File: config.mk
export PLATFORM = sky130hd
export DESIGN_NAME = scalar_core
export DESIGN_NICKNAME = d
export VERILOG_FILES = /design/src/scalar_pkg.sv /design/src/decoded_if.sv /design/src/scalar_core.sv /design/src/alu.sv /design/src/io_ports.sv /design/src/addr_translator.sv /design/src/sequencer.sv /design/src/sync_ram.sv
export VERILOG_INCLUDE_DIRS = /design/src /design/src/src
export SDC_FILE = /design/constraint.sdc
export NUM_CORES = 2
export LEC_CHECK = 0
export ABC_AREA = 1
export BUFFER_PORTS_ARGS = -buffer_cell sky130_fd_sc_hd__buf_2
export CELL_PAD_IN_SITES_DETAIL_PLACEMENT = 1
export CELL_PAD_IN_SITES_GLOBAL_PLACEMENT = 2
export CORE_AREA = 2 2 515 517
export DETAILED_ROUTE_END_ITERATION = 12
export DIE_AREA = 0 0 517 519
export PLACE_DENSITY = 0.85
export RECOVER_POWER = 100
export SYNTH_ARGS = -nofsm -noshare
export SYNTH_HDL_FRONTEND = slang
export SYNTH_SLANG_ARGS = --single-unit
export TNS_END_PERCENT = 5
File: constraint.sdc
create_clock -name clock -period 4.1 [get_ports clock]
set_input_delay 0.82 -clock clock [delete_from_list [all_inputs] [get_ports clock]]
set_output_delay 0.82 -clock clock [all_outputs]
set_load 0.1 [all_outputs]
File: src/scalar_defines.svh
/* Widths and memory map of the scalar core. Raw addresses below SC_XLATE_LIMIT
   are offset-translated; everything at or above it is absolute. */
`ifndef SCALAR_DEFINES_SVH
`define SCALAR_DEFINES_SVH

`define SC_WORD_WIDTH   16
`define SC_ADDR_WIDTH   6
`define SC_OP_WIDTH     4
`define SC_MEM_DEPTH    64
`define SC_XLATE_LIMIT  32

// Offset registers, write-only
`define SC_ADDR_OFS_A   56
`define SC_ADDR_OFS_B   57
`define SC_ADDR_OFS_D   58

// Memory-mapped I/O
`define SC_ADDR_IO_IN   60
`define SC_ADDR_IO_OUT  61

`endif
File: src/scalar_pkg.sv
/* Types of the scalar core. Opcodes 9 to 15 are not listed and behave as NOP */
package scalar_pkg;

`include "scalar_defines.svh"

    typedef logic [`SC_WORD_WIDTH-1:0] word_t;
    typedef logic [`SC_ADDR_WIDTH-1:0] addr_t;

    typedef enum logic [`SC_OP_WIDTH-1:0] {
        NOP  = 4'd0,
        ADD  = 4'd1,
        SUB  = 4'd2,
        AND  = 4'd3,
        OR   = 4'd4,
        XOR  = 4'd5,
        JMP  = 4'd6,
        JZ   = 4'd7,
        HALT = 4'd8
    } opcode_t;

    // 22 bits, opcode at the top
    typedef struct packed {
        opcode_t op;
        addr_t   d;
        addr_t   a;
        addr_t   b;
    } instr_t;

    typedef struct packed {
        logic  wren;
        addr_t addr;
        word_t data;
    } wb_t;

    // Opcodes that write a result to D
    function automatic logic is_alu_op(opcode_t op);
        return op inside {ADD, SUB, AND, OR, XOR};
    endfunction

endpackage

File: src/decoded_if.sv
`timescale 1ns/1ps
/* Fields latched by the translator in DECODE, stable through OPERAND and WRITE */
interface decoded_if
    import scalar_pkg::*;
();
    opcode_t op;
    addr_t   a_addr;
    addr_t   b_addr;
    addr_t   d_addr;
    // Untranslated D, used as the jump target
    addr_t   d_raw;

    modport source (
        output op, a_addr, b_addr, d_addr, d_raw
    );

    modport sink (
        input op, a_addr, b_addr, d_addr, d_raw
    );
endinterface

File: src/scalar_core.sv
`timescale 1ns/1ps
/* Single-thread scalar core. Load the instruction memory only while run is low;
   results go to both A and B memories at D. */
`include "scalar_defines.svh"

module scalar_core
    import scalar_pkg::*;
(
    input  logic   clock,
    input  logic   rst_n,
    input  logic   run,
    input  logic   imem_wren,
    input  addr_t  imem_addr,
    input  instr_t imem_data,
    input  logic   io_in_empty,
    input  word_t  io_in_data,
    input  logic   io_out_full,
    output logic   io_in_rden,
    output logic   io_out_wren,
    output word_t  io_out_data,
    output logic   halted,
    output addr_t  pc
);

    logic   fetch_en;
    logic   decode_en;
    logic   commit;
    logic   io_ready;
    wb_t    wb;
    instr_t instr;
    word_t  a_rdata;
    word_t  b_rdata;
    word_t  a_value;
    word_t  result;

    decoded_if dec ();

    // ----------------------------------------------------------
    // Control

    sequencer u_sequencer (
        .clock     (clock),
        .rst_n     (rst_n),
        .run       (run),
        .io_ready  (io_ready),
        .a_value   (a_value),
        .result    (result),
        .dec       (dec.sink),
        .pc        (pc),
        .fetch_en  (fetch_en),
        .decode_en (decode_en),
        .wb        (wb),
        .commit    (commit),
        .halted    (halted)
    );

    sync_ram #(.entry_t(instr_t), .DEPTH(`SC_MEM_DEPTH)) u_imem (
        .clock (clock),
        .wren  (imem_wren && !run),
        .waddr (imem_addr),
        .wdata (imem_data),
        .raddr (pc),
        .rdata (instr)
    );

    addr_translator u_translator (
        .clock     (clock),
        .rst_n     (rst_n),
        .decode_en (decode_en),
        .instr     (instr),
        .wb        (wb),
        .dec       (dec.source)
    );

    // ----------------------------------------------------------
    // Data path

    sync_ram #(.entry_t(word_t), .DEPTH(`SC_MEM_DEPTH)) u_a_mem (
        .clock (clock),
        .wren  (wb.wren),
        .waddr (wb.addr),
        .wdata (wb.data),
        .raddr (dec.a_addr),
        .rdata (a_rdata)
    );

    sync_ram #(.entry_t(word_t), .DEPTH(`SC_MEM_DEPTH)) u_b_mem (
        .clock (clock),
        .wren  (wb.wren),
        .waddr (wb.addr),
        .wdata (wb.data),
        .raddr (dec.b_addr),
        .rdata (b_rdata)
    );

    io_ports u_io_ports (
        .clock       (clock),
        .rst_n       (rst_n),
        .dec         (dec.sink),
        .a_rdata     (a_rdata),
        .commit      (commit),
        .wb          (wb),
        .io_in_empty (io_in_empty),
        .io_in_data  (io_in_data),
        .io_out_full (io_out_full),
        .a_value     (a_value),
        .io_ready    (io_ready),
        .io_in_rden  (io_in_rden),
        .io_out_wren (io_out_wren),
        .io_out_data (io_out_data)
    );

    alu u_alu (
        .clock   (clock),
        .dec     (dec.sink),
        .a_value (a_value),
        .b_rdata (b_rdata),
        .result  (result)
    );

    // Loading must not overlap a running program or a fetch
    assert property (@(posedge clock) disable iff (!rst_n) imem_wren |-> !(run || fetch_en))
        else $error("instruction memory written while running");

endmodule

File: src/alu.sv
`timescale 1ns/1ps
/* Result registered every cycle, valid in WRITE. Non-ALU opcodes pass A through */
module alu
    import scalar_pkg::*;
(
    input  logic    clock,
    decoded_if.sink dec,
    input  word_t   a_value,
    input  word_t   b_rdata,
    output word_t   result
);

    word_t result_next;

    // Arithmetic wraps modulo 2^16, no carry
    always_comb begin
        case (dec.op)
            ADD:     result_next = a_value + b_rdata;
            SUB:     result_next = a_value - b_rdata;
            AND:     result_next = a_value & b_rdata;
            OR:      result_next = a_value | b_rdata;
            XOR:     result_next = a_value ^ b_rdata;
            default: result_next = a_value;
        endcase
    end

    always_ff @(posedge clock) begin
        result <= result_next;
    end

endmodule

File: src/io_ports.sv
`timescale 1ns/1ps
/* One read port on A and one write port on D. Strobes pulse in WRITE against the
   flags of that same cycle. Only the A operand sees offset registers as zero. */
`include "scalar_defines.svh"

module io_ports
    import scalar_pkg::*;
(
    input  logic    clock,
    input  logic    rst_n,
    decoded_if.sink dec,
    input  word_t   a_rdata,
    input  logic    commit,
    input  wb_t     wb,
    input  logic    io_in_empty,
    input  word_t   io_in_data,
    input  logic    io_out_full,
    output word_t   a_value,
    output logic    io_ready,
    output logic    io_in_rden,
    output logic    io_out_wren,
    output word_t   io_out_data
);

    logic a_is_in;
    logic a_is_ofs;
    logic d_is_out;

    assign a_is_in  = (dec.a_addr == `SC_ADDR_IO_IN);
    assign a_is_ofs = dec.a_addr inside {[`SC_ADDR_OFS_A:`SC_ADDR_OFS_D]};
    assign d_is_out = (dec.d_addr == `SC_ADDR_IO_OUT);

    assign a_value = a_is_in  ? io_in_data :
                     a_is_ofs ? '0         : a_rdata;

    // Not ready: reading an empty port, or writing a result to a full one
    assign io_ready = !(a_is_in && io_in_empty) &&
                      !(d_is_out && is_alu_op(dec.op) && io_out_full);

    assign io_in_rden  = commit && a_is_in;
    assign io_out_wren = wb.wren && (wb.addr == `SC_ADDR_IO_OUT);
    assign io_out_data = wb.data;

    assert property (@(posedge clock) disable iff (!rst_n) io_in_rden |-> !io_in_empty)
        else $error("read strobe on empty input port");

    assert property (@(posedge clock) disable iff (!rst_n) io_out_wren |-> !io_out_full)
        else $error("write strobe on full output port");

endmodule

File: src/addr_translator.sv
`timescale 1ns/1ps
/* Raw A, B and D below SC_XLATE_LIMIT get their default offset added, modulo the limit.
   Offsets written at the end of WRITE apply from the next instruction on. */
`include "scalar_defines.svh"

module addr_translator
    import scalar_pkg::*;
(
    input  logic         clock,
    input  logic         rst_n,
    input  logic         decode_en,
    input  instr_t       instr,
    input  wb_t          wb,
    decoded_if.source    dec
);

    addr_t ofs_a;
    addr_t ofs_b;
    addr_t ofs_d;

    function automatic addr_t translate(addr_t raw, addr_t ofs);
        addr_t sum;
        sum = raw + ofs;
        if (raw < addr_t'(`SC_XLATE_LIMIT)) begin
            return sum % addr_t'(`SC_XLATE_LIMIT);
        end
        return raw;
    endfunction

    // ----------------------------------------------------------
    // Default offset registers

    always_ff @(posedge clock) begin
        if (!rst_n) begin
            ofs_a <= '0;
            ofs_b <= '0;
            ofs_d <= '0;
        end else if (wb.wren) begin
            case (wb.addr)
                `SC_ADDR_OFS_A: ofs_a <= wb.data[`SC_ADDR_WIDTH-1:0];
                `SC_ADDR_OFS_B: ofs_b <= wb.data[`SC_ADDR_WIDTH-1:0];
                `SC_ADDR_OFS_D: ofs_d <= wb.data[`SC_ADDR_WIDTH-1:0];
                default: begin
                end
            endcase
        end
    end

    // ----------------------------------------------------------
    // Decoded fields, held until the next DECODE

    always_ff @(posedge clock) begin
        if (decode_en) begin
            dec.op     <= instr.op;
            dec.d_raw  <= instr.d;
            dec.a_addr <= translate(instr.a, ofs_a);
            dec.b_addr <= translate(instr.b, ofs_b);
            dec.d_addr <= translate(instr.d, ofs_d);
        end
    end

endmodule

File: src/sequencer.sv
`timescale 1ns/1ps
/* One instruction in flight, four cycles each whether committed or annulled.
   An annulled instruction keeps pc and is fetched again. */
module sequencer
    import scalar_pkg::*;
(
    input  logic    clock,
    input  logic    rst_n,
    input  logic    run,
    input  logic    io_ready,
    input  word_t   a_value,
    input  word_t   result,
    decoded_if.sink dec,
    output addr_t   pc,
    output logic    fetch_en,
    output logic    decode_en,
    output wb_t     wb,
    output logic    commit,
    output logic    halted
);

    typedef enum logic [1:0] {FETCH, DECODE, OPERAND, WRITE} state_t;

    state_t state;
    addr_t  pc_next;

    assign fetch_en  = (state == FETCH) && run && !halted;
    assign decode_en = (state == DECODE);
    assign commit    = (state == WRITE) && io_ready;

    // Results go to both data memories at D
    assign wb = '{wren: commit && is_alu_op(dec.op), addr: dec.d_addr, data: result};

    // ----------------------------------------------------------
    // Program control

    always_comb begin
        pc_next = pc + addr_t'(1);
        case (dec.op)
            JMP: begin
                pc_next = dec.d_raw;
            end
            JZ: begin
                if (a_value == '0) begin
                    pc_next = dec.d_raw;
                end
            end
            HALT: begin
                pc_next = pc;
            end
            default: begin
            end
        endcase
    end

    // ----------------------------------------------------------
    // FSM

    always_ff @(posedge clock) begin
        if (!rst_n) begin
            state  <= FETCH;
            pc     <= '0;
            halted <= 1'b0;
        end else begin
            case (state)
                FETCH: begin
                    if (fetch_en) begin
                        state <= DECODE;
                    end
                end
                DECODE:  state <= OPERAND;
                OPERAND: state <= WRITE;
                WRITE: begin
                    state <= FETCH;
                    if (commit) begin
                        pc <= pc_next;
                        if (dec.op == HALT) begin
                            halted <= 1'b1;
                        end
                    end
                end
                default: state <= FETCH;
            endcase
        end
    end

    // An annulled instruction or an idle cycle leaves pc alone
    assert property (@(posedge clock) disable iff (!rst_n) !commit |=> $stable(pc))
        else $error("pc moved without a commit");

    assert property (@(posedge clock) disable iff (!rst_n) halted |=> $stable(pc))
        else $error("pc moved while halted");

endmodule

File: src/sync_ram.sv
`timescale 1ns/1ps
/* Clocked write, combinational read from an address the caller holds in a register.
   No reset on the array, contents are unknown until written. */
`include "scalar_defines.svh"

module sync_ram
    import scalar_pkg::*;
#(
    parameter type entry_t = word_t,
    parameter int  DEPTH   = `SC_MEM_DEPTH
)
(
    input  logic   clock,
    input  logic   wren,
    input  addr_t  waddr,
    input  entry_t wdata,
    input  addr_t  raddr,
    output entry_t rdata
);

    entry_t mem [DEPTH];

    always_ff @(posedge clock) begin
        if (wren) begin
            mem[waddr] <= wdata;
        end
    end

    assign rdata = mem[raddr];

    // A write with an unknown address would corrupt an unknown entry
    assert property (@(posedge clock) wren |-> !$isunknown(waddr))
        else $error("sync_ram write with unknown address");

endmodule

Word-level counts from Yosys, hierarchy flattened
Memories as Yosys holds them, arrays and structs flattened. A register that Yosys moved wholly into a read port is not among the register bits. Index checks and enable logic that the tools add are counted.

Register bits after elaboration: 68. Memories kept: 3. RAM bits: 3456. Word-level logic and storage cells: 98. Output and inout bits: 25. Input bits: 50.

Reductions and logical operators: 24. Equality and inequality tests: 17. Mux-type cells: 27. Order comparisons: 5. Bitwise logic cells: 4. Add/subtract/negate cells: 6.

Memory list: u_imem.mem (depth 64, width 22, read ports 1, clocked after memory_dff 1, write ports 1, line sync_ram.sv:21) `entry_t mem [DEPTH];`; u_a_mem.mem (depth 64, width 16, read ports 1, clocked after memory_dff 1, write ports 1, line sync_ram.sv:21); u_b_mem.mem (depth 64, width 16, read ports 1, clocked after memory_dff 1, write ports 1, line sync_ram.sv:21).

Operator list (number): case mux 16 bit (5 select lines) (1); two-way mux 6 bit (11); two-way mux 16 bit (2); == test 6 bit (second input constant) (5); < comparator 6 bit (second input constant) (3); case mux 6 bit (3 select lines) (1); adder 16 bit (1); bitwise AND 16 bit (1); == test 4 x 3 -> 1 bit (second input constant) (4); zero test 16 bit (1); bitwise OR 16 bit (1); subtractor 16 bit (1); bitwise XOR 16 bit (1); adder 5 bit (3); logical AND 1 bit (12); two-way mux 1 bit (10); == test 4 x 2 -> 1 bit (second input constant) (2); case mux 2 bit (4 select lines) (1); adder 6 x 1 -> 6 bit (second input constant) (1); >= comparator 6 bit (second input constant) (1); less-or-equal comparator 6 bit (second input constant) (1); AND reduction 2 bit (3); AND reduction 3 bit (2); nonzero test 5 bit (1); other kinds (9) (13).

Depth between registers and ports, before layout
Depth in word-level cells: 10. Mapped depth: 29. Gate-level depth less buffers: 26.

Cells and area by module
From an unflattened synthesis, not the netlist that was laid out.

Cell total of the unflattened synthesis: 12701. Area, all modules: 146775.8 um^2.

Modules (own cells, without submodules): sync_ram (u_a_mem ...) (area each 41778.8 um^2, cells each 3501, sequential area each 30749.5 um^2, times used 2); sync_ram (u_imem) (area each 56773.2 um^2, cells each 4778, sequential area each 42280.6 um^2, times used 1); alu (area each 2587.5 um^2, cells each 404, sequential area each 320.3 um^2, times used 1); addr_translator (area each 2326.0 um^2, cells each 279, sequential area each 1141.1 um^2, times used 1); sequencer (area each 910.9 um^2, cells each 133, sequential area each 180.2 um^2, times used 1); io_ports (area each 610.6 um^2, cells each 103, sequential area each 0.0 um^2, times used 1); scalar_core (area each 10.0 um^2, cells each 2, sequential area each 0.0 um^2, times used 1).

Least setup slack after synthesis
Ideal clock, no wire load.

Kind: register to register. Start: register (tool-made name). End: register u_alu.result[14]. Period minus slack after synthesis: 3517 ps. Library setup time: 132 ps. Setup slack: 583 ps. Cell stages (with the launch flop): 29. Buffers on the path: 3. Data arrival time: 3385 ps. Required time: 3968 ps. Path through: dfxtp_1 buf_6 inv_4 buf_6 buf_2 nand2_1 nand3_1 nand3_1 nand2_1 nand2_1 nand3_1 nand3_1 nand2_1 inv_1 ha_1 nand4_2 o31ai_2 xor2_1 ha_1 nand2_1 nor3_1 nand3_1 o2111ai_1 nand2_1 nand2_1 a21oi_1 or2_2 nand3_1 a31oi_1.

RTL lines: end signal: assignment (line alu.sv:28) `result <= result_next;`; end: declaration (line alu.sv:10) `output word_t result`.

==> results_dict.tcl <==
set metrics [dict create \
    r2r_cells 24 \
    final_routed_wire_length_divided_by_cell_count_um 29.6 \
    status "finished with violations" \
    total_via_count_after_detailed_routing 91000 \
    fin_util_pct 50.1 \
    max_slew.worst_pin.slew_ns 3.11 \
    start_kind "flop" \
    failed_checks "max-capacitance violations, max-slew violations, negative setup slack" \
    first_iter_violations 9573 \
    ys_warn_count 0 \
    mostFrequentLayoutCell "sky130_fd_sc_hd__nand2_1" \
    timing.final.max_slew_violations 3306 \
    timing.max_cap.violations 105 \
    cts_root_buf "sky130_fd_sc_hd__clkbuf_16" \
    floorplan.initialDensity_pct 42.7 \
    ant_nets 0 \
    gpl.final_weighted_congestion 0.956 \
    worst-path-buf-inv 3 \
    fp.dieArea_mm2 0.268 \
    post-route-worst-setup-slack_ns -0.0765 \
    dp_hpwl_um 274000 \
    worst_path_largest_cell_delay_ns 0.43 \
    die_h_um 519 \
    timing.hold.worst_endpoint "u_sequencer.state[1]" \
    sequential_element_share_of_the_synthesized_area_pct 66.7 \
    holdPathStages 5 \
    layout.cells.most_common_list "sky130_fd_sc_hd__nand2_1, sky130_fd_sc_hd__edfxtp_1, sky130_fd_sc_hd__nand3_1, sky130_fd_sc_hd__nor2_1, sky130_fd_sc_hd__o21ai_0" \
    remaining_drc_errors 0 \
    vias_in_the_first_global_route 94300 \
    nets 11300 \
    grt_util_all_layers_pct 32.3 \
    dr_wl_met3_um 31100 \
    crit_path_end_kind "flop" \
    cts.htree.levels 5 \
    vdd.ir_drop.worst_mv 0.617 \
    hp-class "primary input to flop" \
    global_route_wire_length_before_repair_um 637000 \
    syn2layout_area_growth_pct 17.4 \
    critical_path.cell_chain "inv_16 -> buf_12 -> buf_12 -> nand3_1 -> nand3_1 -> nand2_1 -> nand2_2 -> nand3_2 -> nand3_2 -> nand2_4 -> nor2_4 -> nand4_4 -> xor2_2 -> nand2_1 -> o21ai_1 -> ha_1 -> nand2_2 -> nor3_4 -> a21oi_2 -> or2_4 -> a21oi_2 -> a21oi_1 -> o21ai_1 -> a32oi_1" \
    final.period_utilization_pct 102 \
    finalWirelength_um 442000 \
    clock-sinks 2518 \
    grt_antenna_before_repair 17 \
    cts_tree "built" \
    r2r_setup_slack_ns -0.08 \
    core_area_mm2 0.263 \
    synth_cell_types 48 \
    worst_hold_startpoint "run" \
    stdcell_count 14900 \
    avgSynthCellArea_um2 10.5 \
    number_of_nets_produced_by_synthesis 10800 \
    pre_cts_slack_ns -0.529 \
    met1Wirelength_um 164000 \
    number_of_hold_repair_buffers_added_at_the_cts_stage 0 \
    critical-path-slowest-cell "sky130_fd_sc_hd__dfxtp_4" \
    postSynthRegisterBits 2518 \
    power_density_mw_per_mm2 809 \
    cts.path.max_buffers 4 \
    netlist_area_mm2 0.113 \
    fraction_of_layout_cells_with_a_size_suffix_above_1_pct 12.9 \
    cp_max_fo 26 \
    cts_inserted_buffers 289 \
    syn_inst 10700 \
    drtPass1Iterations 5 \
    worstPathRequired_ns 4.87 \
    clkTransAtPathRegs_ns 0.06 \
    power_leakage_nw 47.7 \
    dieWidth_um 517 \
    global_route.overflow_total 0 \
    design.portCount 75 \
    worst_case_clock_skew_ns 0.0904 \
    met2RoutedLength_um 211000 \
    via_per_inst 6.10 \
    cpLargestDelayFamily "simple AND/OR/NAND/NOR gates" \
    largest_net_degree_at_the_start_of_global_routing 77 \
    fill_cells 28300 \
    timing.final.hold_violations 0 \
    port_buffers 74 \
    rsz_0062_raised_after_global_routing "true" \
    report.final.setup_viol 11 \
    max_slew_margin_pct -107 \
    cp_data_arrival_time_ns 4.94 \
    fin_crit_ns 4.18 \
    routed.top_layer "met5" \
    worst_skew_pair_latency_ns 1.00 \
    dp.cells 14400 \
    max_freq_mhz 239 \
    rows 189 \
    critPathKind "flop to flop" \
    r2r-end "u_alu.result[10]" \
]
==> what timing repair did <==
item / CTS / global route
gates resized for setup: 191 / 103
buffers inserted: 23 / 9
endpoints found under the hold margin: 0 / 0
endpoints found under the setup margin: 20 / 34
cloned: 15 / 0
pin swaps: 45 / 35
==> per-layer routing <==
metal  up-vias  track usage (%)
met4         6             22.9
met2      4363             53.0
met3      1305             4.65
met1     46300             39.0
li1      39000                -
met5         -                0
==> flip-flops by register name (all words and copies together), names as in the netlist, named ones only <==
register	count
u_sequencer.halted	1
u_sequencer.pc	6
u_translator.ofs_b	5
u_alu.result	16
u_translator.dec.d_raw	6
u_translator.dec.d_addr	6
u_translator.dec.a_addr	6
u_translator.dec.b_addr	6
u_sequencer.state	2
u_b_mem.mem	1024
u_translator.ofs_d	5
u_imem.mem	1408
u_translator.ofs_a	5
u_translator.dec.op	4
==> worst min-delay path, cell delays in order <==
cell,delay [ns]
sky130_fd_sc_hd__clkbuf_1,0.08
sky130_fd_sc_hd__nand2_1,0.06
sky130_fd_sc_hd__nand2_1,0.05
sky130_fd_sc_hd__inv_1,0.11
sky130_fd_sc_hd__a21oi_1,0.08
==> how the worst max path moves through the flow <==
stage                             to  from  slack, ns  cells after the start
floorplan           u_alu.result[14]  flop       0.58                     28
global placement    u_alu.result[13]  flop      -0.46                     26
detailed placement  u_alu.result[13]  flop      -0.53                     25
CTS                  u_alu.result[5]  flop      -0.04                     29
global route        u_alu.result[15]  flop      -0.26                     29
finish              u_alu.result[10]  flop      -0.08                     24
==> layout make-up <==
type                    count  area, um2  area share (%)
diodes                     10       25.0          0.0189
clock buffers             348       7630            5.78
clock inverters           145       1350            1.02
inverters                 132        614           0.465
multi-input cells        7297      34500            26.1
flip-flops and latches   2518      75100            56.8
well taps                3533       4420            3.35
repair buffers            944       8440            6.39
repair inverters            4       50.0          0.0379
==> power breakdown <==
part | switching, mW | internal [mW] | leakage (nW)
Sequential | 1.00 | 30.5 | 22.7
Clock | 10.5 | 14.7 | 4.40
Combinational | 34.1 | 16.0 | 20.7
==> through the flow <==
stage                     instance area (um2)  total power [mW]  hold slack [ns]  TNS, ns
after floorplan                        113000              55.1            0.449        0
after global placement                 122000              76.4            0.455    -3.58
after detailed placement               122000              77.5            0.468    -4.44
after CTS                              132000               105            0.325   -0.200
after global routing                   132000               111            0.403    -3.05
final                                  132000               107            0.349   -0.470
==> synth_stat cells, drive strengths merged <==
cell type | count | area [um2]
a2111o | 1 | 11.3
a211oi | 4 | 30.0
a21oi | 57 | 285
a221oi | 7 | 61.3
a31o | 1 | 8.76
a31oi | 7 | 43.8
a32oi | 8 | 70.1
and3b | 1 | 8.76
buf | 466 | 2550
clkbuf | 295 | 1110
clkinv | 3 | 11.3
dfxtp | 58 | 1160
edfxtp | 2460 | 73900
fa | 4 | 80.1
ha | 66 | 826
inv | 129 | 489
mux2 | 5 | 56.3
nand2 | 2754 | 10300
nand3 | 1779 | 8900
nand3b | 3 | 22.5
nand4 | 12 | 81.3
nor2 | 1113 | 4200
nor3 | 15 | 75.1
nor4 | 1 | 6.26
o2111ai | 2 | 17.5
o211ai | 29 | 218
o21ai | 941 | 4710
o21bai | 6 | 45.0
o221ai | 47 | 412
o22ai | 378 | 2370
o311ai | 9 | 78.8
o31ai | 2 | 20.0
o32ai | 9 | 78.8
or2 | 6 | 37.5
xnor2 | 6 | 52.6
xor2 | 24 | 210
==> cells by family after synthesis <==
| group | share of synthesized area (%) |
|---|---|
| and+or+nand+nor | 21.0 |
| DFF | 66.7 |
| AOI/OAI and AO/OA | 7.52 |
| buffers and inverters | 3.70 |
| adders and majority gates | 0.805 |
| xor gates and xnor gates | 0.233 |
| muxes | 0.0500 |
Note: power is estimated with default switching activity, not from simulation.
